`config.mk`:
```
export PLATFORM = sky130hd
export DESIGN_NAME = bus_arbiter
export DESIGN_NICKNAME = d
export VERILOG_FILES = /design/src/hdl/axi_lite_pkg.sv /design/src/hdl/mem_map_pkg.sv /design/src/hdl/bus_arbiter.sv
export SDC_FILE = /design/constraint.sdc
export NUM_CORES = 1
export LEC_CHECK = 0
export BUFFER_PORTS_ARGS = -buffer_cell sky130_fd_sc_hd__clkbuf_2
export CAP_MARGIN = 20
export CORE_AREA = 2 2 136 138
export DETAILED_ROUTE_END_ITERATION = 8
export DIE_AREA = 0 0 138 140
export HOLD_SLACK_MARGIN = 0.1
export PLACE_DENSITY_LB_ADDON = 0.12
export SLEW_MARGIN = 5
export SYNTH_ARGS = -nofsm -noshare
export SYNTH_HDL_FRONTEND = slang
export SYNTH_SLANG_ARGS = --single-unit
```
`constraint.sdc`:
```
create_clock -name clk -period 1.4 [get_ports clk]
set_input_delay 0.28 -clock clk [delete_from_list [all_inputs] [get_ports clk]]
set_output_delay 0.28 -clock clk [all_outputs]
set_load 0.005 [all_outputs]
```
`src/hdl/axi_lite_pkg.sv`:
```
package axi_lite_pkg;

    // response codes, only the two the memory can return
    typedef enum logic [1:0] {
        RESP_OKAY   = 2'b00,
        RESP_SLVERR = 2'b10
    } axi_resp_e;

    // ar and aw payload
    typedef struct packed {
        logic [31:0] addr;
    } addr_req_t;

    // w payload, full words only
    typedef struct packed {
        logic [31:0] data;
    } wdata_t;

    // r payload
    typedef struct packed {
        logic [31:0] data;
        axi_resp_e   resp;
    } rdata_t;

    // b payload
    typedef struct packed {
        axi_resp_e resp;
    } bresp_t;

endpackage

```
`src/hdl/mem_map_pkg.sv`:
```
package mem_map_pkg;

    // first byte of the memory, same as the core's reset vector
    localparam logic [31:0] MEM_BASE = 32'h8000_0000;

    typedef enum logic {
        OP_READ  = 1'b0,
        OP_WRITE = 1'b1
    } bank_op_e;

    // which master owns the shared bus
    typedef enum logic [1:0] {
        ARB_IDLE   = 2'd0,
        ARB_IFU_RD = 2'd1,
        ARB_LSU_RD = 2'd2,
        ARB_LSU_WR = 2'd3
    } arb_state_e;

    typedef struct packed {
        bank_op_e    op;
        logic [15:0] index; // word index inside the bank
        logic [31:0] wdata;
    } bank_req_t;

    typedef struct packed {
        bank_op_e    op;    // echoed so the collector picks r or b
        logic [31:0] rdata;
    } bank_resp_t;

endpackage

```
`src/hdl/bus_arbiter.sv`:
```
`timescale 1ns/100ps

module bus_arbiter import axi_lite_pkg::*, mem_map_pkg::*; (
    input  logic      clk,
    input  logic      rst,

    // ifu, read only
    input  addr_req_t ifu_ar,
    input  logic      ifu_ar_valid,
    output logic      ifu_ar_ready,
    output rdata_t    ifu_r,
    output logic      ifu_r_valid,
    input  logic      ifu_r_ready,

    // lsu
    input  addr_req_t lsu_ar,
    input  logic      lsu_ar_valid,
    output logic      lsu_ar_ready,
    output rdata_t    lsu_r,
    output logic      lsu_r_valid,
    input  logic      lsu_r_ready,
    input  addr_req_t lsu_aw,
    input  logic      lsu_aw_valid,
    output logic      lsu_aw_ready,
    input  wdata_t    lsu_w,
    input  logic      lsu_w_valid,
    output logic      lsu_w_ready,
    output bresp_t    lsu_b,
    output logic      lsu_b_valid,
    input  logic      lsu_b_ready,

    // shared bus towards the decoder and collector
    output addr_req_t bus_ar,
    output logic      bus_ar_valid,
    input  logic      bus_ar_ready,
    output addr_req_t bus_aw,
    output logic      bus_aw_valid,
    input  logic      bus_aw_ready,
    output wdata_t    bus_w,
    output logic      bus_w_valid,
    input  logic      bus_w_ready,
    input  rdata_t    bus_r,
    input  logic      bus_r_valid,
    output logic      bus_r_ready,
    input  bresp_t    bus_b,
    input  logic      bus_b_valid,
    output logic      bus_b_ready
);

    arb_state_e state;

    logic r_done; // read response handshake on the shared bus
    logic b_done;

    assign r_done = bus_r_valid && bus_r_ready;
    assign b_done = bus_b_valid && bus_b_ready;

    // grant is held until the response handshake, then back to idle
    always_ff @(posedge clk) begin
        if (rst) begin
            state <= ARB_IDLE;
        end else begin
            case (state)
                ARB_IDLE: begin
                    if (ifu_ar_valid) begin
                        state <= ARB_IFU_RD;
                    end else if (lsu_ar_valid) begin
                        state <= ARB_LSU_RD;
                    end else if (lsu_aw_valid || lsu_w_valid) begin
                        state <= ARB_LSU_WR;
                    end
                end
                ARB_IFU_RD, ARB_LSU_RD: if (r_done) state <= ARB_IDLE;
                ARB_LSU_WR:             if (b_done) state <= ARB_IDLE;
                default:                state <= ARB_IDLE;
            endcase
        end
    end

    // payloads, qualified by the valids below
    assign bus_ar = (state == ARB_LSU_RD) ? lsu_ar : ifu_ar;
    assign bus_aw = lsu_aw;
    assign bus_w  = lsu_w;
    assign ifu_r  = bus_r;
    assign lsu_r  = bus_r;
    assign lsu_b  = bus_b;

    always_comb begin
        // nothing connected unless granted
        bus_ar_valid = 1'b0;
        bus_aw_valid = 1'b0;
        bus_w_valid  = 1'b0;
        bus_r_ready  = 1'b0;
        bus_b_ready  = 1'b0;
        ifu_ar_ready = 1'b0;
        ifu_r_valid  = 1'b0;
        lsu_ar_ready = 1'b0;
        lsu_r_valid  = 1'b0;
        lsu_aw_ready = 1'b0;
        lsu_w_ready  = 1'b0;
        lsu_b_valid  = 1'b0;
        case (state)
            ARB_IFU_RD: begin
                bus_ar_valid = ifu_ar_valid;
                ifu_ar_ready = bus_ar_ready;
                ifu_r_valid  = bus_r_valid;
                bus_r_ready  = ifu_r_ready;
            end
            ARB_LSU_RD: begin
                bus_ar_valid = lsu_ar_valid;
                lsu_ar_ready = bus_ar_ready;
                lsu_r_valid  = bus_r_valid;
                bus_r_ready  = lsu_r_ready;
            end
            ARB_LSU_WR: begin
                bus_aw_valid = lsu_aw_valid;
                lsu_aw_ready = bus_aw_ready;
                bus_w_valid  = lsu_w_valid;
                lsu_w_ready  = bus_w_ready;
                lsu_b_valid  = bus_b_valid;
                bus_b_ready  = lsu_b_ready;
            end
            default: ; // idle
        endcase
    end

endmodule

```
=== After elaboration in Yosys (flattened, before gate mapping) ===
Index checks and enable logic that the tools add are counted.

* Eq/ne operators: 6
* Muxes and demuxes: 19
* Reductions and logical operators: 6

{| class="wikitable"
|+ Operator list
! cell !! count
|-
| $mux 32 || 1
|-
| $mux 1 || 10
|-
| $mux 2 || 5
|-
| $pmux 2 s3 || 1
|-
| $eq 2x2->1 const B || 2
|-
| $ne 2x2->1 const B || 2
|-
| $ne 4x4->1 const B || 1
|-
| $pmux 1 s2 || 2
|-
| $reduce_and 3->1 || 1
|-
| $eq 2x1->1 const B || 1
|-
| $logic_and 1x1->1 || 2
|-
| $logic_not 2->1 || 1
|-
| $reduce_or 2->1 || 1
|-
| $logic_or 1x1->1 || 1
|}

* Bits in registers: 2
* Input port bits: 178
* Output and inout bits: 178
* Word-level logic and storage cells: 32

=== Depth between registers and ports, before layout ===
* Depth after elaboration: 5
* Mapped depth: 7
* Mapped depth without buffers: 6

=== Worst setup path after synthesis ===
No wires, ideal clock.

* Kind: flip-flop to output port
* From: register state[0]
* To: output bus_ar[13] (netlist bit)
* Stages on the path, launching flop included: 6
* Setup slack: -0.062 ns
* Arrival time: 1.182 ns
* Cell sequence: dfxtp_1 -> inv_1 -> ha_1 -> buf_6 -> buf_4 -> mux2_2

{| class="wikitable"
|+ RTL lines
! what !! line !! source
|-
| start, declared || bus_arbiter.sv:50 || <nowiki>arb_state_e state;</nowiki>
|-
| start signal, assigned || bus_arbiter.sv:61 || <nowiki>state <= ARB_IDLE;</nowiki>
|-
| start signal, assigned || bus_arbiter.sv:66 || <nowiki>state <= ARB_IFU_RD;</nowiki>
|-
| start signal, assigned || bus_arbiter.sv:68 || <nowiki>state <= ARB_LSU_RD;</nowiki>
|-
| end, declared || bus_arbiter.sv:33 || <nowiki>output addr_req_t bus_ar,</nowiki>
|}

==> metrics.md <==
| Metric | Value |
|---|---|
| Warnings from Yosys | `0` |
| Internal power | `0.001757 W` |
| Die H | `140 um` |
| Combinational share of power | `79.7%` |
| First-pass GRT wire length | `8.024 mm` |
| Via count of the first global-routing pass | `1305` |
| Sw power | `0.0008739 W` |
| GPL Wtd Cong | `0.6507` |
| DR vias/cell | `2.756` |
| Cell taking the most area after synthesis | `buf_4` |
| Die width | `138 um` |
| Sum Neg Setup Slack | `-11.02 ns` |
| Synth Register Bits | `2` |
| Average size of a mapped cell | `8.282 um2` |
| Sequential power share | `4.0%` |
| DIE AREA | `19320 um2` |
| Worst vdd ir | `0.3319 mV` |
| Post-synth top area share | `59.69%` |
| Pwr per Cell Area | `1289 nW/um2` |
| GR Overflow Total | `0` |
| Pins over their slew limit | `0` |
| Dpl hpwl | `4.487 mm` |
| Detailed-router iteration count before antenna repair | `3` |
| P_leak | `1.004 nW` |
| Crit Path Category | `flop to output port` |
| Switching Fraction | `33.22%` |
| Register with the most flip-flops | `state` |
| Initial DRC Count | `29` |
| Rows | `49` |
| Synth Cell Area | `1698 um2` |
| Initial antenna violation count | `1` |
| CTS tree | `built` |
| Final wirelength | `5.671 mm` |
| Failing checks | `setup timing` |
| Clock transition at path regs | `0.03 ns` |
| TritonCTS Buffers | `3` |
| CP endpoint kind | `output port` |
| Final period utilization | `124.7%` |
| Top post-synthesis cells by area | `buf_4 (60%), mux2_2 (21%), and2_1 (3.7%), ha_1 (2.9%), dfxtp_1 (2.4%)` |
| Max FFs per register | `2` |
| Final net count | `389` |
| Peak Freq | `0.5729 GHz` |
| Worst EP arrival | `1.47 ns` |
| Setup WS post-layout | `-0.3456 ns` |
| Min Tclk post-route | `1.746 ns` |
| Relative slew slack | `86.23%` |
| RSZ-0062 raised after global routing | `true` |
| Seq/Total Area, Yosys | `2.358%` |
| CTS H-tree lvls | `1` |
| Worst-path maximum fanout | `6` |
| Clock Skews | `0.0007760 ns` |
| Routed via count | `1199` |
| Initial core utilization | `9.550%` |
| Slew @ Worst Pin | `0.2049 ns` |
| Distinct cells, synth | `18` |
| Clock network power share | `16.3%` |
| Clk buf depth | `2` |
| Status | `complete, but fails checks` |
| Worst hold path type | `input port to flop` |
| Final Hold Violating Endpoints | `0` |
| Biggest regs | `state: 2 flops` |
| Core ar. | `17780 um2` |
| Worst setup slack after placement | `-0.1726 ns` |
| Gr usage total | `5.474%` |
| CP required | `1.12 ns` |
| Wire length per cell | `13.04 um` |
| Fraction of layout cells with a size suffix above 1 | `91.22%` |
| Root buffer cell | `clkbuf_16` |
| # Max-Cap Violations | `0` |
| I/O pins | `356` |
| Tot Pwr | `0.002631 W` |
| DRC errors left | `0` |
| Syn Nets | `387` |
| Largest net degree at the start of global routing | `8` |
| Area Growth Syn to Fin | `20.19%` |
| Clk_lat worst skew | `0.22 ns` |
| Startpoint types | `flop` |
| Clock Sinks | `2` |
| Mapped Cells | `205` |
| Final ANT Viol Nets | `0` |
| PortBufs | `121` |
| Final setup viols | `40` |
[worst max-delay path, stage by stage (launching register included)]
cell and delay (ns):
dfxtp_2 0.31, inv_2 0.06, ha_4 0.16, buf_8 0.14, buf_12 0.13, mux2_2 0.33
clkbuf_2 0.11
[power by group through the flow]
stage	clock network, W	registers (W)	logic, W
3_3_place_gp	0	0.0000975	0.00138
4_1_cts	0.000437	0.000106	0.00221
6_report	0.000428	0.000106	0.00210
3_5_place_dp	0	0.0000969	0.00137
2_1_floorplan	0	0.000102	0.00109
5_1_grt	0.000439	0.000109	0.00227
[path summary, 6_finish.rpt]
| kind | from | to | slack, ns | cells past startpoint |
|---|---|---|---|---|
| max reg2reg | state[0]$_SDFFE_PP0P_ | state[0]$_SDFFE_PP0P_ | -0.13 | 9 |
| max | state[0]$_SDFFE_PP0P_ | bus_ar[10] | -0.35 | 6 |
| min reg2reg | state[0]$_SDFFE_PP0P_ | state[0]$_SDFFE_PP0P_ | 0.65 | 3 |
| min | rst | state[1]$_SDFFE_PP0P_ | 0.39 | 3 |
[layout by cell type (no fill, tap or decap), types with 2 or more instances in the layout]
master	count
mux2i_1	2
buf_4	5
a22oi_2	2
mux2_4	30
mux2_2	2
clkbuf_16	3
buf_12	3
and2_1	7
dfxtp_2	2
ha_4	4
buf_16	3
nand2b_1	3
buf_6	4
and2_4	3
clkbuf_2	119
[synth_stat cells]
cell	number
a22oi_1	2
a22oi_2	1
and2_1	10
buf_4	135
buf_6	3
dfxtp_1	2
ha_1	4
inv_1	3
mux2_2	32
mux2i_1	2
nand2_1	1
nand2_2	1
nand2b_1	3
nand3b_1	1
nor2b_1	2
nor4_2	1
o21ai_2	1
or3b_1	1
[through the flow]
step	instance area, um2	util (%)	hold slack [ns]	cells
floorplan	1703	-	0.4561	205
global placement	1609	9.050	0.5600	422
detailed placement	1609	9.050	0.5600	422
CTS	2051	11.53	0.3934	436
global route	2038	11.46	0.4358	434
finish	2041	11.48	0.3895	435
[layer usage]
layer / vias up / GRT usage, % / wire length [um]
li1: 530 / - / -
met1: 507 / 5.887 / 2080
met2: 111 / 8.364 / 2586
met3: 51 / 2.291 / 663
met4: 0 / 4.619 / 340
met5: - / 0 / 0
[layout make-up]
type / instances / area [um2]
well taps: 229 / 286.5
diodes: 1 / 2.502
clock buffers: 3 / 75.07
multi-input cells: 62 / 782.0
repair buffers: 135 / 835.8
inverters: 3 / 16.27
fillers: 2077 / 15740
flip-flops and latches: 2 / 42.54
[kinds of logic after synthesis]
family,Yosys count,synth area share [%]
buffers and inverters,141,62.34
multiplexers,34,22.40
AND/OR/NAND/NOR,20,7.812
AO/OA/AOI/OAI,4,2.137
adder cells (fa/ha/maj),4,2.948
flip-flops,2,2.358
[timing repair]
item,CTS,global route
pin swaps,4,2
hold buffers,0,0
setup endpoints to repair,46,46
hold endpoints to repair,0,0
buffers inserted,8,0
gates resized for setup,52,6
gates cloned,4,0
Power figures use the tool's default switching activity.
