### src/hdl/axi_lite_pkg.sv
package axi_lite_pkg;

    // response codes, only the two the memory can return
    typedef enum logic [1:0] {
        RESP_OKAY   = 2'b00,
        RESP_SLVERR = 2'b10
    } axi_resp_e;

    // ar and aw payload
    typedef struct packed {
        logic [31:0] addr;
    } addr_req_t;

    // w payload, full words only
    typedef struct packed {
        logic [31:0] data;
    } wdata_t;

    // r payload
    typedef struct packed {
        logic [31:0] data;
        axi_resp_e   resp;
    } rdata_t;

    // b payload
    typedef struct packed {
        axi_resp_e resp;
    } bresp_t;

endpackage

### src/hdl/mem_map_pkg.sv
package mem_map_pkg;

    // first byte of the memory, same as the core's reset vector
    localparam logic [31:0] MEM_BASE = 32'h8000_0000;

    typedef enum logic {
        OP_READ  = 1'b0,
        OP_WRITE = 1'b1
    } bank_op_e;

    // which master owns the shared bus
    typedef enum logic [1:0] {
        ARB_IDLE   = 2'd0,
        ARB_IFU_RD = 2'd1,
        ARB_LSU_RD = 2'd2,
        ARB_LSU_WR = 2'd3
    } arb_state_e;

    typedef struct packed {
        bank_op_e    op;
        logic [15:0] index; // word index inside the bank
        logic [31:0] wdata;
    } bank_req_t;

    typedef struct packed {
        bank_op_e    op;    // echoed so the collector picks r or b
        logic [31:0] rdata;
    } bank_resp_t;

endpackage

### src/hdl/resp_collector.sv
`timescale 1ns/100ps

module resp_collector import axi_lite_pkg::*, mem_map_pkg::*; #(
    parameter int NUM_BANKS = 4
) (
    input  bank_resp_t [NUM_BANKS-1:0] bank_resp,
    input  logic       [NUM_BANKS-1:0] bank_resp_valid,
    output logic       [NUM_BANKS-1:0] bank_resp_ready,
    input  logic                       err_valid,
    input  bank_op_e                   err_op,
    output logic                       err_ready,
    output rdata_t                     bus_r,
    output logic                       bus_r_valid,
    input  logic                       bus_r_ready,
    output bresp_t                     bus_b,
    output logic                       bus_b_valid,
    input  logic                       bus_b_ready
);

    bank_resp_t sel;     // the one valid bank response, if any
    logic       any_bank;

    always_comb begin
        sel      = '0;
        any_bank = 1'b0;
        for (int b = 0; b < NUM_BANKS; b++) begin
            if (bank_resp_valid[b]) begin
                sel      = bank_resp[b];
                any_bank = 1'b1;
            end
            bank_resp_ready[b] = (bank_resp[b].op == OP_READ) ? bus_r_ready : bus_b_ready;
        end
    end

    assign err_ready = (err_op == OP_READ) ? bus_r_ready : bus_b_ready;

    assign bus_r_valid = (any_bank && sel.op == OP_READ) || (err_valid && err_op == OP_READ);
    assign bus_b_valid = (any_bank && sel.op == OP_WRITE) || (err_valid && err_op == OP_WRITE);

    // errors carry zero data
    assign bus_r.data = err_valid ? 32'h0 : sel.rdata;
    assign bus_r.resp = err_valid ? RESP_SLVERR : RESP_OKAY;
    assign bus_b.resp = err_valid ? RESP_SLVERR : RESP_OKAY;

endmodule

### config.mk
export PLATFORM = sky130hd
export DESIGN_NAME = resp_collector
export DESIGN_NICKNAME = d
export VERILOG_FILES = /design/src/hdl/axi_lite_pkg.sv /design/src/hdl/mem_map_pkg.sv /design/src/hdl/resp_collector.sv
export SDC_FILE = /design/constraint.sdc
export NUM_CORES = 1
export LEC_CHECK = 0
export BUFFER_PORTS_ARGS = -buffer_cell sky130_fd_sc_hd__buf_2
export CAP_MARGIN = 5
export CORE_MARGIN = 8
export CORE_UTILIZATION = 28
export DETAILED_ROUTE_END_ITERATION = 8
export PLACE_DENSITY = 0.89
export SLEW_MARGIN = 20
export SYNTH_ARGS = -nofsm -noshare
export SYNTH_HDL_FRONTEND = slang
export SYNTH_SLANG_ARGS = --single-unit
### constraint.sdc
create_clock -name vclk -period 0.9
set_input_delay 0.09 -clock vclk [all_inputs]
set_output_delay 0.09 -clock vclk [all_outputs]
set_load 0.05 [all_outputs]
After elaboration in Yosys (flattened, before gate mapping)
Index checks and enable logic that the tools add are counted.
- muxes and demuxes: 15
- reductions and logical operators: 6
- bitwise operators: 2
- operator list (operator ; count):
    33-bit two-way mux ; 4
    32-bit two-way mux ; 1
    1-bit two-way mux ; 9
    1-bit logical AND ; 4
    1-bit logical OR ; 2
    2-bit two-way mux ; 1
    1-bit NOT ; 2
- output and inout bits: 43
- register bits after elaboration: 0
- logic and storage cells: 23
- bits of input ports: 140

Logic depth before layout (Yosys ltp)
Gate-level depths: netlist (run 1).
- depth in word-level cells: 7
- mapped depth: 6
- depth with buffers taken out: 3

Least setup slack after synthesis (run 1)
OpenSTA, ideal clock, no wires.
- kind: input port to output port
- start: input bank_resp_valid[1]
- end: output bus_r[32] in the netlist's numbering
- slack: -1.398 ns
- cell stages on the path: 4
- buffers on the path: 1
- data arrival time: 2.208 ns
- cell sequence: buf_6 and3b_1 a211oi_1 a2111oi_1
- RTL lines (element ; RTL line ; text):
    from (decl) ; resp_collector.sv:7 ; input logic [NUM_BANKS-1:0] bank_resp_valid,
    to (decl) ; resp_collector.sv:12 ; output rdata_t bus_r,

==> run_summary.xml, run 1 <==
<?xml version="1.0" encoding="UTF-8"?>
<metrics>
  <group name="grt">
    <metric name="grt_max_degree" unit="">19</metric>
    <metric name="grt_util_all_layers" unit="">0.294</metric>
    <metric name="first_global_vias" unit="">2754</metric>
    <metric name="grt.overflow.total" unit="">0</metric>
    <metric name="initial_antenna_violation_count" unit="">1</metric>
    <metric name="grt_first_pass_wirelength" unit="mm">16.3</metric>
  </group>
  <group name="final_layout">
    <metric name="nets" unit="">485</metric>
    <metric name="num-clock-buffers" unit="">0</metric>
    <metric name="fraction_of_layout_cells_with_a_size_suffix_above_1" unit="">0.968</metric>
    <metric name="ff_latch_area" unit="sq um">0</metric>
    <metric name="count_of_flip_flops_and_latches" unit="">0</metric>
    <metric name="layout-area-overhead-vs-synth" unit="%">219</metric>
    <metric name="fin_area" unit="sq mm">0.00399</metric>
  </group>
  <group name="yosys">
    <metric name="avgSynthCellArea" unit="sq um">8.56</metric>
    <metric name="compound_gate_portion_of_the_synthesized_area" unit="">0.584</metric>
    <metric name="ys_seq_area_frac" unit="">0</metric>
    <metric name="synth_top_family_by_area" unit="">compound AO/OA/AOI/OAI gates</metric>
    <metric name="yosys-mux-area-fraction" unit="">0.0450</metric>
    <metric name="synth_top_area_cell" unit="">a221oi_2</metric>
    <metric name="post_synth_fa_ha_maj_area_fraction" unit="">0</metric>
    <metric name="post_synth_and_or_nand_nor_area_fraction" unit="">0.180</metric>
    <metric name="synth_top_area_frac" unit="">0.336</metric>
    <metric name="synthesis.area" unit="sq mm">0.00125</metric>
    <metric name="synth.lib_cells_used.distinct" unit="">25</metric>
    <metric name="post_synth_inst_count" unit="">146</metric>
    <metric name="yosysWarnings" unit="">0</metric>
    <metric name="synth_area_in_xor_xnor" unit="">0</metric>
    <metric name="synthTopCellsByArea" unit="">a221oi_2 (34%), o22ai_1 (16%), nor3_1 (12%)</metric>
  </group>
  <group name="die">
    <metric name="placeableCoreArea" unit="sq mm">0.00432</metric>
    <metric name="boundaryPins" unit="">183</metric>
    <metric name="die_area" unit="sq mm">0.00686</metric>
    <metric name="die_width" unit="um">82.8</metric>
    <metric name="start_util" unit="">0.289</metric>
    <metric name="core.rowCount" unit="">24</metric>
    <metric name="die_h" unit="um">82.8</metric>
  </group>
  <group name="sta">
    <metric name="setup_ws" unit="ps">-426</metric>
    <metric name="hold_ws" unit="ps">577</metric>
    <metric name="finalWorstPathRequiredPeriod" unit="ps">1330</metric>
    <metric name="timing_hold_violations_final" unit="">0</metric>
    <metric name="rsz_0062_raised_after_global_routing" unit="">true</metric>
    <metric name="final_max_slew_viol_count" unit="">0</metric>
    <metric name="setup_viol" unit="">34</metric>
    <metric name="finalCritPeriodShare" unit="">1.47</metric>
    <metric name="fmax" unit="MHz">754</metric>
  </group>
  <group name="setup_path">
    <metric name="cp_data_arrival_time" unit="ps">1240</metric>
    <metric name="worst-path-max-fanout" unit="">7</metric>
    <metric name="crit_path_cell_chain" unit="">buf_6 -&gt; or2_4 -&gt; buf_6 -&gt; a221oi_4 -&gt; buf_4 -&gt; nor3_4 -&gt; buf_6</metric>
    <metric name="start_kind" unit="">input port</metric>
    <metric name="cp_common_cell" unit="">buf_6</metric>
    <metric name="timing_worst_setup_path_type" unit="">in -&gt; out</metric>
    <metric name="timing.critical_path.to_type" unit="">output port</metric>
    <metric name="crit_required" unit="ps">810</metric>
    <metric name="critPathSlowestCell" unit="">or2_4</metric>
    <metric name="cpPeakStageDelay" unit="ps">340</metric>
  </group>
  <group name="power_and_ir_drop">
    <metric name="peakVddDrop" unit="V">0.000594</metric>
    <metric name="leakagePower" unit="nW">1.65</metric>
    <metric name="power_per_cell_area" unit="mW/mm^2">706</metric>
  </group>
  <group name="detailed_routing">
    <metric name="ant_nets" unit="">0</metric>
    <metric name="remaining_drc_errors" unit="">0</metric>
    <metric name="vias" unit="">2468</metric>
    <metric name="drt-total-wl" unit="mm">12.0</metric>
    <metric name="drt-initial-drc-count" unit="">155</metric>
    <metric name="route.detailed.vias_per_inst" unit="">6.23</metric>
    <metric name="detail_routed_net_length_per_standard_cell" unit="um">30.3</metric>
    <metric name="drt_first_pass_iters" unit="">4</metric>
  </group>
  <group name="flow_run">
    <metric name="maxCapViolations" unit="">0</metric>
  </group>
  <group name="placement">
    <metric name="io_buffer_count" unit="">181</metric>
    <metric name="place.detailed.hpwl" unit="mm">6.38</metric>
    <metric name="gpl_wtd_cong" unit="">0.796</metric>
    <metric name="detailed_place.area" unit="sq mm">0.00270</metric>
  </group>
  <group name="clocking">
    <metric name="cts_hold_buf" unit="">0</metric>
  </group>
  <group name="run_status">
    <metric name="run_status" unit="">finished with violations</metric>
    <metric name="violations_in_the_final_reports" unit="">setup timing</metric>
  </group>
  <group name="hold_path">
    <metric name="hold_path_class" unit="">in -&gt; out</metric>
  </group>
</metrics>
cells by family (layout without fill, tap and decap cells):
logic type,Yosys count,after routing
AOI/OAI and AO/OA,69,69
buffers and inverters,31,227
and+or+nand+nor,40,40
muxes,5,5
other,1,3
final timing paths:
check	start	endpoint	slack, ps	cells after the start
worst min-delay path	err_valid	bus_r[32]	580	3
worst max-delay path	bank_resp_valid[2]	bus_r[33]	-430	7
power by group:
part           internal (mW)  switching, mW
clock            0.000000149              0
sequential                 0              0
combinational           1.21           1.60
cells in the final DEF (no fill, tap or decap), types with 6 or more instances in the layout:
cell / Yosys / layout
buf_6: 7 / 46
nor3_4: 0 / 31
buf_2: 6 / 139
a221oi_4: 2 / 33
buf_16: 0 / 6
buf_12: 2 / 11
o22ai_2: 0 / 19
buf_4: 7 / 15
o22ai_4: 0 / 12
final cells by class:
type,instances,area [sq um]
well taps,52,65.1
diodes,1,2.50
multi-input cells,116,2080
fillers,144,339
inverters,5,22.5
repair buffers,222,1820
layer usage:
layer  vias up  share of wire  GRT usage
met2       223           0.53      0.566
met5         -              0          0
met4         0          0.068      0.150
li1       1024              -          -
met1      1165           0.31      0.267
met3        56          0.095     0.0898
timing repair:
item | CTS | global route
resized for setup | 177 | 11
buffers inserted | 7 | 1
gates cloned | 7 | 3
endpoints found under the setup margin | 35 | 37
pin swaps | 25 | 20
synthesized netlist by cell type, drive strengths merged:
cell type	number
o221ai	1
clkbuf	3
mux2	5
inv	5
nor3	31
buf	23
conb	1
nor3b	1
a221oi	33
a2111oi	1
nand2	3
a211oi	1
o21ai	2
and3b	1
nor2b	1
o22ai	31
or2	1
nand2b	2
critical path, delay by kind of cell:
family,cells,cell delay [ps]
simple gates,2,370
buf+inv,4,580
compound gates,1,190
per-stage QoR:
stage / power (mW) / utilization / cells / worst slack, ps / setup TNS (ps)
4_1_cts: 2.63 / 0.891 / 392 / -359 / -11100
3_3_place_gp: 1.86 / 0.625 / 378 / -484 / -15250
3_5_place_dp: 1.90 / 0.625 / 378 / -546 / -16350
5_1_grt: 2.90 / 0.922 / 396 / -455 / -13160
2_1_floorplan: 1.29 / - / 147 / -335 / -10730
6_report: 2.81 / 0.922 / 396 / -426 / -12370
(Power assumes the default switching activity.)
==> run 2, diff against run 1 <==
Settings changed: ABC_CLOCK_PERIOD_IN_PS set to 1600, CORE_UTILIZATION 28 to 34, PLACE_DENSITY 0.89 to 0.95.
Clock period 0.9 ns to 1.6 ns, I/O delays scaled along.
==> run 2 against run 1 <==
Compared with the run above:
- the flow now finishes without violations
- via count is 19% lower
- worst hold slack improved by 160 ps
- non-clock buffer count down 29
- first-iteration DRC count shrank 48%
- global-route usage fell by 8.1 points
- setup slack improved by 500 ps
- critical path type unchanged
- largest power group unchanged
- highest routed layer unchanged
==> run_summary.xml, run 2 (synthesis gave the netlist of run 1 again) <==
<?xml version="1.0" encoding="UTF-8"?>
<metrics>
  <group name="power_and_ir_drop">
    <metric name="power.total" unit="mW">0.928</metric>
    <metric name="power_report.internal_total" unit="mW">0.333</metric>
    <metric name="clock_power_share" unit="">0</metric>
    <metric name="netSwitchingFraction" unit="">0.641</metric>
    <metric name="total_switching_power" unit="mW">0.595</metric>
    <metric name="power_per_cell_area" unit="mW/mm^2">402</metric>
    <metric name="peakVddDrop" unit="V">0.000245</metric>
    <metric name="pwr-share-comb" unit="">1.000</metric>
    <metric name="power.share.sequential" unit="">0</metric>
    <metric name="leakagePower" unit="nW">1.15</metric>
  </group>
  <group name="setup_path">
    <metric name="timing.critical_path.to_type" unit="">output port</metric>
    <metric name="worst-path-max-fanout" unit="">13</metric>
    <metric name="crit_required" unit="ps">1440</metric>
    <metric name="cp_data_arrival_time" unit="ps">1370</metric>
    <metric name="start_kind" unit="">input port</metric>
    <metric name="timing_worst_setup_path_type" unit="">in -&gt; out</metric>
  </group>
  <group name="placement">
    <metric name="post-place-ws" unit="ps">56.3</metric>
    <metric name="gpl_wtd_cong" unit="">0.870</metric>
    <metric name="io_buffer_count" unit="">181</metric>
    <metric name="detailed_place.area" unit="sq mm">0.00231</metric>
    <metric name="place.detailed.hpwl" unit="mm">5.82</metric>
  </group>
  <group name="sta">
    <metric name="setup_viol" unit="">0</metric>
    <metric name="finalWorstPathRequiredPeriod" unit="ps">1530</metric>
    <metric name="fmax" unit="MHz">655</metric>
    <metric name="setup_ws" unit="ps">72.8</metric>
    <metric name="final_max_slew_viol_count" unit="">0</metric>
    <metric name="finalCritPeriodShare" unit="">0.954</metric>
    <metric name="timing_hold_violations_final" unit="">0</metric>
    <metric name="rsz_0062_raised_after_global_routing" unit="">false</metric>
    <metric name="hold_ws" unit="ps">737</metric>
  </group>
  <group name="detailed_routing">
    <metric name="drt-total-wl" unit="mm">6.71</metric>
    <metric name="route.detailed.vias_per_inst" unit="">5.55</metric>
    <metric name="drt_first_pass_iters" unit="">4</metric>
    <metric name="vias" unit="">2010</metric>
    <metric name="detail_routed_net_length_per_standard_cell" unit="um">18.5</metric>
    <metric name="remaining_drc_errors" unit="">0</metric>
    <metric name="ant_nets" unit="">0</metric>
    <metric name="drt-initial-drc-count" unit="">80</metric>
  </group>
  <group name="final_layout">
    <metric name="ff_latch_area" unit="sq um">0</metric>
    <metric name="num-clock-buffers" unit="">0</metric>
    <metric name="count_of_flip_flops_and_latches" unit="">0</metric>
    <metric name="fin_area" unit="sq mm">0.00231</metric>
    <metric name="nets" unit="">456</metric>
    <metric name="fillerInstances" unit="">328</metric>
    <metric name="layout-area-overhead-vs-synth" unit="%">84.5</metric>
    <metric name="most_frequent_cells_in_the_layout" unit="">buf_2 (181), o22ai_1 (31), nor3_2 (31)</metric>
    <metric name="fraction_of_layout_cells_with_a_size_suffix_above_1" unit="">0.834</metric>
    <metric name="finish.utilization" unit="">0.639</metric>
    <metric name="antenna_cells" unit="">0</metric>
    <metric name="final_common_cell" unit="">buf_2</metric>
  </group>
  <group name="grt">
    <metric name="grt.overflow.total" unit="">0</metric>
    <metric name="first_global_vias" unit="">2229</metric>
    <metric name="initial_antenna_violation_count" unit="">0</metric>
    <metric name="grt_max_degree" unit="">22</metric>
    <metric name="grt_first_pass_wirelength" unit="mm">10.9</metric>
    <metric name="grt_util_all_layers" unit="">0.213</metric>
  </group>
  <group name="hold_path">
    <metric name="hold-path-cell-count" unit="">3</metric>
    <metric name="hold_path_class" unit="">in -&gt; out</metric>
  </group>
  <group name="clocking">
    <metric name="post_cts.resized_instances" unit="">0</metric>
    <metric name="post-cts-setup-buffer-count" unit="">0</metric>
    <metric name="cts_hold_buf" unit="">0</metric>
  </group>
  <group name="die">
    <metric name="core.rowCount" unit="">22</metric>
    <metric name="start_util" unit="">0.347</metric>
    <metric name="boundaryPins" unit="">183</metric>
    <metric name="die_width" unit="um">76.6</metric>
    <metric name="placeableCoreArea" unit="sq mm">0.00361</metric>
    <metric name="die_h" unit="um">76.6</metric>
    <metric name="die_area" unit="sq mm">0.00587</metric>
  </group>
  <group name="run_status">
    <metric name="run_status" unit="">finished, final reports clean</metric>
  </group>
  <group name="flow_run">
    <metric name="maxCapViolations" unit="">0</metric>
  </group>
</metrics>
[run 2: layout make-up]
type	instances	area, sq um	area share
repair buffers	193	1060	0.459
well taps	48	60.1	0.0260
multi-input cells	116	1170	0.507
inverters	5	18.8	0.00814
[run 2: critical path, cell delays in order]
cell	delay (ps)
buf_2	120
or2_2	370
buf_12	180
a221oi_1	250
nor3_2	60
buf_2	210
[run 2: worst paths after layout]
kind	start	to	slack, ps
max	bank_resp_valid[2]	bus_r[33]	70
min	bank_resp_valid[3]	bus_r[32]	740
[run 2: per-stage QoR]
stage	instances	setup TNS, ps
2_1_floorplan	147	-145
3_3_place_gp	362	0
3_5_place_dp	362	0
4_1_cts	362	0
5_1_grt	362	0
6_report	362	0
[run 2: routing by layer]
| metal | GRT usage | wire [um] | vias up |
|---|---|---|---|
| met4 | 0.0442 | 142 | 0 |
| met3 | 0.0767 | 625 | 14 |
| met1 | 0.213 | 2370 | 939 |
| met2 | 0.406 | 3570 | 105 |
| li1 | - | - | 952 |
| met5 | 0 | 0 | - |
[run 2: power groups by stage]
| stage | Combinational, mW | Sequential (mW) | Clock, mW |
|---|---|---|---|
| 2_1_floorplan | 0.620 | 0 | 0 |
| 3_3_place_gp | 0.908 | 0 | 0 |
| 3_5_place_dp | 0.929 | 0 | 0 |
| 4_1_cts | 0.931 | 0 | 0 |
| 5_1_grt | 0.981 | 0 | 0 |
| 6_report | 0.928 | 0 | 0 |
