File: src/hdl/axi_lite_pkg.sv
package axi_lite_pkg;

    // response codes, only the two the memory can return
    typedef enum logic [1:0] {
        RESP_OKAY   = 2'b00,
        RESP_SLVERR = 2'b10
    } axi_resp_e;

    // ar and aw payload
    typedef struct packed {
        logic [31:0] addr;
    } addr_req_t;

    // w payload, full words only
    typedef struct packed {
        logic [31:0] data;
    } wdata_t;

    // r payload
    typedef struct packed {
        logic [31:0] data;
        axi_resp_e   resp;
    } rdata_t;

    // b payload
    typedef struct packed {
        axi_resp_e resp;
    } bresp_t;

endpackage

File: src/hdl/mem_map_pkg.sv
package mem_map_pkg;

    // first byte of the memory, same as the core's reset vector
    localparam logic [31:0] MEM_BASE = 32'h8000_0000;

    typedef enum logic {
        OP_READ  = 1'b0,
        OP_WRITE = 1'b1
    } bank_op_e;

    // which master owns the shared bus
    typedef enum logic [1:0] {
        ARB_IDLE   = 2'd0,
        ARB_IFU_RD = 2'd1,
        ARB_LSU_RD = 2'd2,
        ARB_LSU_WR = 2'd3
    } arb_state_e;

    typedef struct packed {
        bank_op_e    op;
        logic [15:0] index; // word index inside the bank
        logic [31:0] wdata;
    } bank_req_t;

    typedef struct packed {
        bank_op_e    op;    // echoed so the collector picks r or b
        logic [31:0] rdata;
    } bank_resp_t;

endpackage

File: src/hdl/bank_decoder.sv
`timescale 1ns/100ps

module bank_decoder import axi_lite_pkg::*, mem_map_pkg::*; #(
    parameter int NUM_BANKS  = 4,
    parameter int BANK_WORDS = 64
) (
    input  logic                 clk,
    input  logic                 rst,
    input  addr_req_t            bus_ar,
    input  logic                 bus_ar_valid,
    output logic                 bus_ar_ready,
    input  addr_req_t            bus_aw,
    input  logic                 bus_aw_valid,
    output logic                 bus_aw_ready,
    input  wdata_t               bus_w,
    input  logic                 bus_w_valid,
    output logic                 bus_w_ready,
    output bank_req_t            bank_req,
    output logic [NUM_BANKS-1:0] bank_req_valid,
    input  logic [NUM_BANKS-1:0] bank_req_ready,
    output logic                 err_valid,
    output bank_op_e             err_op,
    input  logic                 err_ready
);

    localparam int          SEL_W     = (NUM_BANKS > 1) ? $clog2(NUM_BANKS) : 1;
    localparam logic [31:0] MEM_BYTES = 32'(NUM_BANKS * BANK_WORDS * 4);

    logic             rd_req;
    logic             wr_req;      // aw and w must arrive together
    logic [31:0]      offset;      // below base wraps to a large value
    logic [29:0]      word_addr;
    logic [SEL_W-1:0] bank_sel;
    logic             in_range;
    logic             accept;

    assign rd_req    = bus_ar_valid;
    assign wr_req    = !bus_ar_valid && bus_aw_valid && bus_w_valid;
    assign offset    = (rd_req ? bus_ar.addr : bus_aw.addr) - MEM_BASE;
    assign in_range  = offset < MEM_BYTES;
    assign word_addr = offset[31:2];
    assign bank_sel  = SEL_W'(word_addr % NUM_BANKS);

    assign bank_req.op    = rd_req ? OP_READ : OP_WRITE;
    assign bank_req.index = 16'(word_addr / NUM_BANKS);
    assign bank_req.wdata = bus_w.data;

    // out of range requests are taken at once, in range ones wait for the bank
    assign accept = (rd_req || wr_req) && !err_valid &&
                    (!in_range || bank_req_ready[bank_sel]);

    always_comb begin
        for (int b = 0; b < NUM_BANKS; b++) begin
            bank_req_valid[b] = (rd_req || wr_req) && in_range && !err_valid &&
                                (bank_sel == SEL_W'(b));
        end
    end

    assign bus_ar_ready = rd_req && accept;
    assign bus_aw_ready = wr_req && accept;
    assign bus_w_ready  = wr_req && accept;

    // one-entry error slot
    always_ff @(posedge clk) begin
        if (rst) begin
            err_valid <= 1'b0;
        end else if (err_valid && err_ready) begin
            err_valid <= 1'b0;
        end else if (accept && !in_range) begin
            err_valid <= 1'b1;
        end
    end

    always_ff @(posedge clk) begin
        if (accept && !in_range) err_op <= bank_req.op;
    end

endmodule

File: config.mk
export PLATFORM = sky130hd
export DESIGN_NAME = bank_decoder
export DESIGN_NICKNAME = d
export VERILOG_FILES = /design/src/hdl/axi_lite_pkg.sv /design/src/hdl/mem_map_pkg.sv /design/src/hdl/bank_decoder.sv
export SDC_FILE = /design/constraint.sdc
export NUM_CORES = 1
export LEC_CHECK = 0
export ABC_AREA = 1
export BUFFER_PORTS_ARGS = -buffer_cell sky130_fd_sc_hd__buf_2
export CAP_MARGIN = 0
export CORE_AREA = 3 3 62 64
export DETAILED_ROUTE_END_ITERATION = 6
export DIE_AREA = 0 0 65 67
export PLACE_DENSITY = 0.79
export SLEW_MARGIN = 5
export SYNTH_ARGS = -nofsm -noshare
export SYNTH_HDL_FRONTEND = slang
export SYNTH_SLANG_ARGS = --single-unit
File: constraint.sdc
create_clock -name clk -period 2.9 [get_ports clk]
set_clock_uncertainty 0.2 [all_clocks]
set_input_delay 0.29 -clock clk [delete_from_list [all_inputs] [get_ports clk]]
set_output_delay 0.29 -clock clk [all_outputs]
set_load 0.01 [all_outputs]
== After elaboration in Yosys (flattened, before gate mapping) ==
Cells that the tools add are included.
Operators by class
  add/sub/neg operators: 1
  magnitude comparators: 2
  equality and inequality tests: 3
  multiplexer cells: 4
  reduce and logical (&&, ||, !) cells: 21
Operator list (number)
  $lt A32 B11 Y1 const B: 1
  $mux W32: 1
  $sub A32 B32 Y32 const B: 1
  $logic_and A1 B1 Y1: 14
  $eq A2 B2 Y1 const B: 2
  $logic_not A1 Y1: 3
  $lt A2 B3 Y1 const B: 1
  $bmux W1 S2: 1
  $eq A2 B1 Y1 const B: 1
  $logic_not A2 Y1: 1
  $logic_or A1 B1 Y1: 2
  $mux W1: 2
  $reduce_or A2 Y1: 1
Storage, ports and cells
  bits in registers: 2
  bits of input ports: 106
  output and inout bits: 58
  word-level logic and storage cells: 33

== Logic depth before layout (Yosys ltp) ==
Gate-level depths: netlist of the first run.
  depth in word-level cells: 7
  mapped depth: 12
  gate-level depth less buffers: 9

== Worst setup path before layout of the first run ==
OpenSTA, ideal clock, no wires.
  path kind: input-to-output
  start point: input bus_ar_valid
  end point: output bus_w_ready
  data arrival time: 1.498 ns
  data required time: 2.410 ns
  path slack: 0.912 ns
  stages on the path: 9
  buffers on the path: 4
  cells stage by stage: buf_6 inv_6 buf_12 buf_12 nand3_4 a21oi_4 nand3_1 a21oi_1 buf_4
On the way
  longest elaborated chain between the ends: 7
  elaborated cells on any way between the ends: 14
  those cells by class: 1 x add/sub; 1 x order compare; 3 x mux; 9 x reduce/logical
Ends and longest elaborated chain
  start, declared: line bank_decoder.sv:10  | input logic bus_ar_valid,
  $mux W32 / $logic_not A1 Y1 (equally long branches): line bank_decoder.sv:39, bank_decoder.sv:38
  $sub A32 B32 Y32 / $logic_and A1 B1 Y1 (equally long branches): line bank_decoder.sv:39, bank_decoder.sv:38
  $lt A32 B11 Y1, or another cell as far along: line bank_decoder.sv:40  | assign in_range = offset < MEM_BYTES;
  $logic_not A1 Y1, or another cell as far along: line bank_decoder.sv:50  | (!in_range || bank_req_ready[bank_sel]);
  $logic_or A1 B1 Y1 / $logic_and A1 B1 Y1 (equally long branches): line bank_decoder.sv:50, bank_decoder.sv:49
  $logic_and A1 B1 Y1: line bank_decoder.sv:49  | assign accept = (rd_req || wr_req) && !err_valid &&
  $logic_and A1 B1 Y1 *
  end, declared: line bank_decoder.sv:17  | output logic bus_w_ready,
Every way passes the cells marked *; elsewhere a longest branch is shown, timed or not. The select of a mux whose other input is x is not followed.

== Worst setup path after layout of the first run ==
  start point: input bus_ar_valid
  end point: output bus_aw_ready
On the way
  longest elaborated chain between the ends: 7
  elaborated cells on any way between the ends: 14
  those cells by class: 1 x add/sub; 1 x order compare; 3 x mux; 9 x reduce/logical
Ends and longest elaborated chain
  $mux W32 / $logic_not A1 Y1 (equally long branches): line bank_decoder.sv:39, bank_decoder.sv:38
  $sub A32 B32 Y32 / $logic_and A1 B1 Y1 (equally long branches): line bank_decoder.sv:39, bank_decoder.sv:38
  $lt A32 B11 Y1, or another cell as far along: line bank_decoder.sv:40
  $logic_not A1 Y1, or another cell as far along: line bank_decoder.sv:50
  $logic_or A1 B1 Y1 / $logic_and A1 B1 Y1 (equally long branches): line bank_decoder.sv:50, bank_decoder.sv:49
  $logic_and A1 B1 Y1: line bank_decoder.sv:49
  $logic_and A1 B1 Y1 *: line bank_decoder.sv:60  | assign bus_aw_ready = wr_req && accept;
  end, declared: line bank_decoder.sv:14  | output logic bus_aw_ready,
Marked as above.

==> flow_summary_export.csv, run 1 <==
group,metric,value,unit
min_path,min_path_type,"primary input to register",
layout,syn2layout_area_growth,27.61,%
grt,grt_usage,11.37,%
worst_setup_path,worstPathCellList,"buf_2 -> buf_4 -> nand2_1 -> nand2_2 -> nor2_1 -> nand2_1 -> nor2_2 -> nand3_1 -> nand2_2 -> a21oi_1 -> buf_2",
layout,nets,329,
worst_setup_path,max_stage_delay,0.25,ns
grt,first_global_vias,981,
job,maxCapViolCount,0,
pwr,powerDensity,217.9,nW/µm²
floorplan,num_rows,21,
synthesis,syn_area,910.9,µm²
floorplan,dieArea,4355,µm²
cts,cts-resized-gates,0,
drt,via_count,1123,
sta,hold_viol_final,0,
drt,drt_first_iter_violations,27,
sta,slew_viol_final,0,
floorplan,start_util,27.30,%
cts,ctsHoldBuffers,0,
cts,htreeDepth,1,
synthesis,synth.top_cells.by_area,"buf_4 27%, nand2_1 25%, nor2_1 8.7%, nand2_2 5.5%, buf_12 4.4%",
floorplan,die_height,67,µm
synthesis,synth_warnings,0,
synthesis,netlist.area_leader.share,27.20,%
placement,dp.cells,264,
cts,clockRootBuffer,"clkbuf_4",
worst_setup_path,critical-path-slowest-cell,"buf_2",
floorplan,core_area,3337,µm²
sta,tns,0,ns
placement,place.gp.congestion,0.7033,
layout,fin_cells,268,
grt,antenna_found_initial,0,
worst_setup_path,path_max_fanout,14,
worst_setup_path,cpLargestDelayFamily,"buffers and inverters",
worst_setup_path,critPathBufInv,3,
drt,drc_errors,0,
synthesis,synth_cells,160,
grt,grt_pass1_wl,3870,µm
cts,cts.sink_count,2,
synthesis,synth_edf_count,1,
pwr,peakVddDrop,64.21,µV
drt,wirelength,2694,µm
worst_setup_path,critPathLaunchType,"primary input",
synthesis,async_flop_share,0,%
cts,cts_post_setup_buffers_inserted,0,
cts,cts_tree,"done",
layout,antenna_cells,0,
sta,max-slew-margin-rel,73.69,%
worst_setup_path,worstPathRequired,2.41,ns
grt,grt_max_degree,26,
floorplan,die_w,65,µm
synthesis,synthTopCellsByCount,"60 x nand2_1, 33 x buf_4, 21 x nor2_1",
cts,numCtsBuffers,3,
sta,timing.fmax,477.8,MHz
cts,path_clk_slew,0.03,ns
worst_setup_path,worstPathArrival,1.60,ns
synthesis,synthFlopType,"edfxtp_1",
synthesis,ys_ff_latch,2,
layout,drive_gt1_share,50.90,%
sta,setup_viol_count_final,0,
placement,port_buffers,95,
synthesis,synth_cell_types,23,
drt,vias_per_cell,4.190,
synthesis,synth_area_leader_cell,"buf_4",
placement,hpwl,2371,µm
worst_setup_path,critPathKind,"primary input to primary output",
synthesis,seq_area_frac_synth,5.495,%
synthesis,yosysMostFrequentCell,"nand2_1",
synthesis,avgSynthCellArea,5.693,µm²
grt,grt_overflow,0,
pwr,total_power,253.3,µW
cts,clk_path_buf_depth,2,
pwr,p_leak,0.7395,nW
drt,wire_per_inst,10.05,µm
drt,firstDrtPassIters,4,
cts,clock_latency,0.22,ns
synthesis,synth_nets,266,
sta,rsz0062_at_grt,"false",
sta,fin_crit,2.093,ns
sta,finalCritPeriodShare,72.17,%
sta,tightest_slew,0.3905,ns
worst_setup_path,endpoint_kind,"primary output",
floorplan,io_pins,164,
drt,antenna_left,0,
run_status,status,"finished, final reports clean",
==> worst paths after layout <==
path | start | endpoint | slack, ns | cells after the start
worst max-delay path | bus_ar_valid | bus_aw_ready | 0.81 | 11
worst min-delay path | rst | err_valid | 0.1 | 3
worst min register to register | err_valid | err_valid | 0.30 | 2
worst max register to register | err_valid | err_op | 1.75 | 3
==> logic make-up (layout without fill, tap and decap cells) <==
| kind of cell | after synthesis | after routing | share of synthesized area (%) |
|---|---|---|---|
| compound gates | 9 | 9 | 6.456 |
| buf+inv | 47 | 109 | 38.87 |
| flops | 2 | 2 | 5.495 |
| simple gates | 102 | 102 | 49.18 |
==> per-stage QoR <==
| stage | area, µm² | utilization (%) | worst slack [ns] | hold WS (ns) |
|---|---|---|---|---|
| after CTS | 1162 | 34.83 | 0.7345 | 0.09209 |
| after global placement | 1136 | 34.05 | 0.7637 | 0.2975 |
| after floorplan | 910.9 | - | 0.9116 | 0.2293 |
| after global routing | 1162 | 34.83 | 0.5947 | 0.08036 |
| after detailed placement | 1136 | 34.05 | 0.7411 | 0.3004 |
| final | 1162 | 34.83 | 0.8070 | 0.09710 |
==> sequential cells by signal (all words and copies together), names as in the netlist <==
signal and cells:
err_op 1, err_valid 1
==> cells in the final DEF (no fill, tap or decap), drive strengths merged <==
cell,netlist,routed
nand3,5,5
a21oi,5,5
inv,9,9
or2,1,1
nand3b,2,2
clkbuf,0,4
edfxtp,1,1
nor2,23,23
dfxtp,1,1
a21o,1,1
buf,38,96
nor3,2,2
nand2,68,68
o21ai,3,3
nand4,1,1
==> final cells by class <==
cell class                 count  area [µm²]
clock buffer                   4       26.28
fill                         415        2175
tap                           46       57.56
timing repair buffer          96       483.0
multi-input combinational    111       506.7
sequential                     2       50.05
inverter                       9       38.79
==> worst min-delay path, cell delays in order <==
cell and delay [ns]:
buf_2 0.08, a21o_1 0.07, a21oi_1 0.03
==> per-layer routing <==
| metal | track usage (%) | routed length (µm) | up-vias |
|---|---|---|---|
| met5 | 0 | 0 | - |
| met4 | 7.388 | 92 | 0 |
| met3 | 3.035 | 250 | 12 |
| met2 | 20.82 | 1423 | 52 |
| met1 | 11.25 | 928 | 477 |
| li1 | - | - | 582 |
==> report_power, final <==
group / switching (mW) / total (mW) / internal [mW]
clock: 0.0168 / 0.0679 / 0.0511
combinational: 0.0778 / 0.150 / 0.0722
sequential: 0.00247 / 0.0354 / 0.0329
total: 0.0971 / 0.253 / 0.156
(Power assumes the default switching activity.)
==> run 2, diff against run 1 <==
--- a/config.mk
+++ b/config.mk
@@ -5,13 +5,13 @@
 export SDC_FILE = /design/constraint.sdc
 export NUM_CORES = 1
 export LEC_CHECK = 0
-export ABC_AREA = 1
+export ABC_AREA = 0
 export BUFFER_PORTS_ARGS = -buffer_cell sky130_fd_sc_hd__buf_2
 export CAP_MARGIN = 0
-export CORE_AREA = 3 3 62 64
+export CORE_MARGIN = 3
+export CORE_UTILIZATION = 25
 export DETAILED_ROUTE_END_ITERATION = 6
-export DIE_AREA = 0 0 65 67
-export PLACE_DENSITY = 0.79
+export PLACE_DENSITY = 0.78
 export SLEW_MARGIN = 5
 export SYNTH_ARGS = -nofsm -noshare
 export SYNTH_HDL_FRONTEND = slang
==> constraint.sdc (replaced) <==
create_clock -name clk -period 2 [get_ports clk]
set_clock_uncertainty 0.2 [all_clocks]
set_input_delay 0.2 -clock clk [delete_from_list [all_inputs] [get_ports clk]]
set_output_delay 0.2 -clock clk [all_outputs]
set_load 0.01 [all_outputs]
==> flow_summary_export.csv, run 2 <==
group,metric,value,unit
worst_setup_path,worstPathArrival,1.83,ns
drt,via_count,1040,
synthesis,ys_ff_latch,2,
floorplan,dieArea,4073,µm²
layout,fillCellCount,333,
drt,wire_per_inst,14.29,µm
synthesis,synth_cells,106,
sta,slew_viol_final,0,
grt,first_global_vias,1000,
sta,rsz0062_at_grt,"true",
sta,max-slew-margin-rel,80.63,%
grt,antenna_found_initial,0,
sta,finalCritPeriodShare,111.6,%
drt,vias_per_cell,4.643,
synthesis,synth_edf_count,1,
synthesis,seq_area_frac_synth,5.988,%
worst_setup_path,critPathKind,"primary input to primary output",
cts,clk_path_buf_depth,2,
synthesis,netlist.area_leader.share,29.64,%
pwr,total_power,401.5,µW
synthesis,synth_cell_types,33,
placement,port_buffers,95,
cts,cts.sink_count,2,
synthesis,syn_area,835.8,µm²
pwr,p_leak,0.6654,nW
sta,hold_viol_final,0,
worst_setup_path,path_max_fanout,6,
floorplan,start_util,26.72,%
layout,antenna_cells,0,
sta,fin_hold_ws,0.05876,ns
min_path,min_path_type,"primary input to register",
worst_setup_path,endpoint_kind,"primary output",
layout,biggestRegsByFlops,"err_op (1), err_valid (1)",
worst_setup_path,worstPathRequired,1.60,ns
sta,fin_ws,-0.2311,ns
synthesis,synthFlopType,"edfxtp_1",
grt,grt_usage,14.52,%
synthesis,synth_warnings,0,
job,maxCapViolCount,0,
worst_setup_path,critPathLaunchType,"primary input",
cts,clock_latency,0.22,ns
grt,grt_max_degree,12,
drt,wirelength,3202,µm
cts,cts_tree,"done",
run_status,status,"finished with violations",
sta,tightest_slew,0.2874,ns
layout,nets,287,
layout,fin_cells,224,
placement,dp.cells,217,
floorplan,die_w,63.82,µm
drt,antenna_left,0,
cts,htreeDepth,1,
layout,mostFrequentLayoutCells,"88 x buf_2, 12 x mux2_2, 9 x buf_4, 7 x buf_6, 6 x nor2_1",
synthesis,yosysMostFrequentCell,"buf_4",
grt,grt_pass1_wl,4698,µm
synthesis,avgSynthCellArea,7.885,µm²
grt,grt_overflow,0,
placement,hpwl,2718,µm
sta,fin_crit,2.231,ns
floorplan,die_height,63.82,µm
run_status,violations,"negative setup slack",
layout,drive_gt1_share,79.44,%
synthesis,synthTopCellsByCount,"33 x buf_4, 14 x mux2_2, 10 x nor2_1",
layout,syn2layout_area_growth,66.02,%
drt,firstDrtPassIters,4,
synthesis,async_flop_share,0,%
pwr,powerDensity,289.4,nW/µm²
layout,layout_commonest_cell,"buf_2",
floorplan,core_area,3128,µm²
synthesis,synth_nets,212,
layout,multiInputGateArea,631.9,µm²
placement,place_ws,-0.4114,ns
placement,place.gp.congestion,0.7667,
floorplan,num_rows,20,
cts,path_clk_slew,0.03,ns
layout,seqCellArea,50.05,µm²
synthesis,synth_area_leader_cell,"buf_4",
sta,timing.fmax,448.2,MHz
pwr,peakVddDrop,117.1,µV
floorplan,io_pins,164,
synthesis,synth.top_cells.by_area,"buf_4 30%, mux2_2 19%, mux2_4 5.4%, nor2_1 4.5%, nor4_1 4.5%",
cts,numCtsBuffers,3,
worst_setup_path,r2r_slack,0.85,ns
cts,clockRootBuffer,"clkbuf_4",
drt,drt_first_iter_violations,73,
sta,setup_viol_count_final,4,
drt,drc_errors,0,
==> run 2: cell types whose count changed in the layout (fill, tap and decap cells not counted), moves of 4 or more <==
cell / previous run / this run
inv_1: 8 / 2
nor4_2: 0 / 5
nor2_1: 21 / 6
nor2_4: 0 / 4
buf_4: 1 / 9
buf_2: 95 / 88
nand2_1: 60 / 3
mux2_2: 0 / 12
nand2_2: 8 / 1
buf_6: 0 / 7
mux2_4: 0 / 5
==> run 2: layout make-up <==
type	count	area share, %
Multi-Input combinational cell	66	45.54
Inverter	2	0.5410
Tap cell	44	3.968
Timing Repair Buffer	106	44.45
Sequential cell	2	3.607
Clock buffer	4	1.894
==> run 2: what timing repair did <==
item	in CTS	in global routing
gates cloned	0	0
resized for setup	18	6
setup buffers	3	0
pin swaps	10	4
hold buffers	1	0
endpoints found under the setup margin	6	6
endpoints found under the hold margin	1	0
==> run 2: kinds of logic after synthesis <==
group,synth area share [%]
mux,24.25
compound gates,10.63
simple gates,26.35
buf+inv,32.79
flops,5.988
==> run 2: critical path, stage by stage <==
cell	delay, ns
buf_12	0.11
mux2_4	0.31
nor4_4	0.28
nand2_2	0.09
or4_4	0.56
a21oi_4	0.13
buf_2	0.14
==> run 2: where the power goes <==
| part | switching, mW | total (mW) | internal [mW] |
|---|---|---|---|
| Combinational | 0.111 | 0.250 | 0.139 |
| Clock | 0.0262 | 0.101 | 0.0743 |
| Sequential | 0.00397 | 0.0512 | 0.0472 |
==> run 2: stage by stage <==
step                area, µm²  setup TNS (ns)  util, %
finish                   1388         -0.7798    44.36
global route             1388          -1.114    44.36
CTS                      1350         -0.8787    43.16
detailed placement       1201          -1.669    38.40
global placement         1201          -1.618    38.40
floorplan               885.9         -0.1671        -
==> run 2: path summary, 6_finish.rpt <==
kind / start / end / cells after the start
worst max-delay path: bus_ar_valid / bank_req_valid[3] / 7
worst max register to register: err_valid / err_valid / 3
worst min register to register: err_valid / err_valid / 2
worst min-delay path: err_ready / err_valid / 3
==> run 2: metal layers <==
| layer | share of wire (%) | vias to the layer above | global-route usage (%) | wire (µm) |
|---|---|---|---|---|
| li1 | - | 503 | - | - |
| met1 | 36 | 447 | 15.82 | 1149 |
| met2 | 50 | 84 | 25.55 | 1601 |
| met3 | 13 | 6 | 5.975 | 427 |
| met4 | 0.72 | 0 | 4.043 | 23 |
| met5 | 0 | - | 0 | 0 |
==> run 3, diff against run 2 <==
--- a/config.mk
+++ b/config.mk
@@ -8,10 +8,11 @@
 export ABC_AREA = 0
 export BUFFER_PORTS_ARGS = -buffer_cell sky130_fd_sc_hd__buf_2
 export CAP_MARGIN = 0
-export CORE_MARGIN = 3
-export CORE_UTILIZATION = 25
+export CORE_AREA = 2 2 63 65
 export DETAILED_ROUTE_END_ITERATION = 6
-export PLACE_DENSITY = 0.78
+export DIE_AREA = 0 0 65 67
+export GPL_TIMING_DRIVEN = 1
+export PLACE_DENSITY = 0.72
 export SLEW_MARGIN = 5
 export SYNTH_ARGS = -nofsm -noshare
 export SYNTH_HDL_FRONTEND = slang
==> flow_summary_export.csv, run 3 (synthesized netlist as in run 2, its figures left out) <==
group,metric,value,unit
drt,drt_first_iter_violations,27,
worst_setup_path,critical-path-slowest-cell,"or4_4",
cts,clock_latency,0.21,ns
run_status,violations,"negative setup slack",
layout,layout_commonest_cell,"buf_2",
worst_setup_path,worstPathCellList,"buf_2 -> nor4_2 -> nand4_1 -> mux2_4 -> or4_4 -> a21oi_4 -> buf_2",
grt,first_global_vias,979,
sta,rsz0062_at_grt,"true",
min_path,min_path_type,"primary input to register",
grt,grt_overflow,0,
cts,cts.sink_count,2,
floorplan,io_pins,164,
drt,wirelength,3092,µm
sta,finalCritPeriodShare,112.8,%
layout,design_area,1489,µm²
grt,antenna_found_initial,0,
sta,timing.fmax,443.1,MHz
drt,antenna_left,0,
layout,syn2layout_area_growth,78.14,%
placement,placedInstanceArea,1199,µm²
layout,biggestRegsByFlops,"err_op (1), err_valid (1)",
layout,fillCellCount,369,
run_status,status,"finished with violations",
floorplan,start_util,23.18,%
worst_setup_path,endpoint_kind,"primary output",
cts,path_clk_slew,0.03,ns
placement,place_ws,-0.4343,ns
drt,drc_errors,0,
drt,vias_per_cell,4.581,
drt,via_count,1049,
placement,hpwl,2549,µm
worst_setup_path,worstPathRequired,1.60,ns
worst_setup_path,worstPathArrival,1.86,ns
floorplan,num_rows,22,
grt,grt_pass1_wl,4353,µm
pwr,p_leak,0.6957,nW
cts,clk_path_buf_depth,2,
pwr,powerDensity,332.5,nW/µm²
worst_setup_path,critPathLaunchType,"primary input",
drt,wire_per_inst,13.50,µm
placement,port_buffers,95,
layout,drive_gt1_share,81.22,%
floorplan,dieArea,4355,µm²
sta,fin_crit,2.257,ns
floorplan,die_w,65,µm
sta,hold_viol_final,0,
layout,mostFrequentLayoutCells,"85 x buf_2, 12 x mux2_2, 10 x buf_6, 10 x buf_4, 6 x nor2_1",
cts,numCtsBuffers,3,
sta,slew_viol_final,0,
layout,seqCellArea,50.05,µm²
sta,fin_hold_ws,0.09136,ns
grt,grt_usage,13.05,%
job,maxCapViolCount,0,
pwr,peakVddDrop,117.8,µV
floorplan,die_height,67,µm
worst_setup_path,max_stage_delay,0.50,ns
layout,final_util,41.29,%
drt,firstDrtPassIters,4,
layout,antenna_cells,0,
sta,setup_viol_count_final,6,
worst_setup_path,path_max_fanout,4,
layout,nets,288,
cts,cts_tree,"done",
placement,place.gp.congestion,0.6954,
layout,multiInputGateArea,683.2,µm²
sta,max-slew-margin-rel,74.62,%
cts,clockRootBuffer,"clkbuf_8",
cts,htreeDepth,1,
grt,grt_max_degree,12,
worst_setup_path,critPathKind,"primary input to primary output",
worst_setup_path,cpMostUsedCell,"buf_2",
sta,fin_ws,-0.2570,ns
floorplan,core_area,3606,µm²
sta,tightest_slew,0.3767,ns
==> run 3: changes by cell type in the layout (fill, tap and decap cells not counted), moves of 2 or more <==
| cell | change |
|---|---|
| buf_2 | -3 |
| buf_6 | +3 |
| clkbuf_4 | -3 |
| clkbuf_8 | +3 |
| nor4_2 | -2 |
| nor4_4 | +3 |
==> run 3: path summary, 6_finish.rpt <==
check | startpoint | depth (start not counted) | endpoint | slack (ns)
max | bus_ar[26] | 7 | bank_req_valid[3] | -0.26
min | err_ready | 3 | err_valid | 0.09
max reg2reg | err_valid | 4 | err_valid | 0.74
min reg2reg | err_valid | 2 | err_valid | 0.41
==> run 3: final cells by class <==
class	count	area share (%)
repair buffers	107	43.19
flip-flops and latches	2	3.361
clock buffers	4	3.025
well taps	48	4.034
multi-input cells	66	45.88
inverters	2	0.5042
==> run 3: where the power goes <==
group,total [mW],internal (mW),switching [mW]
Combinational,0.269,0.150,0.120
Clock,0.175,0.136,0.0388
Sequential,0.0512,0.0472,0.00399
Total,0.495,0.333,0.162
==> run 3: critical path, delay by kind of cell <==
| kind | cells | cell delay [ns] |
|---|---|---|
| multiplexers | 1 | 0.32 |
| buffers and inverters | 2 | 0.23 |
| AO/OA/AOI/OAI | 1 | 0.13 |
| AND/OR/NAND/NOR | 3 | 0.97 |
==> run 3: metrics by stage <==
stage          cells  power, mW  TNS [ns]
2_1_floorplan    106     0.2255   -0.1671
3_3_place_gp     220     0.2776    -1.896
3_5_place_dp     220     0.2797    -1.921
4_1_cts          227     0.4766    -1.087
5_1_grt          229     0.5274    -1.495
6_report         229     0.4951    -1.108
==> run 3: what timing repair did <==
action | CTS | global route
endpoints found under the hold margin | 1 | 0
gates resized for setup | 17 | 19
hold buffers | 1 | 0
setup buffers | 2 | 2
pin swaps | 7 | 7
endpoints found under the setup margin | 7 | 7
cloned | 0 | 0
==> run 3: metal layers <==
metal / part of all wire (%) / vias up / track usage [%]
met4: 0.13 / 0 / 1.862
met2: 53 / 81 / 26.03
met1: 34 / 461 / 12.64
li1: - / 505 / -
met5: 0 / - / 0
met3: 13 / 2 / 5.405
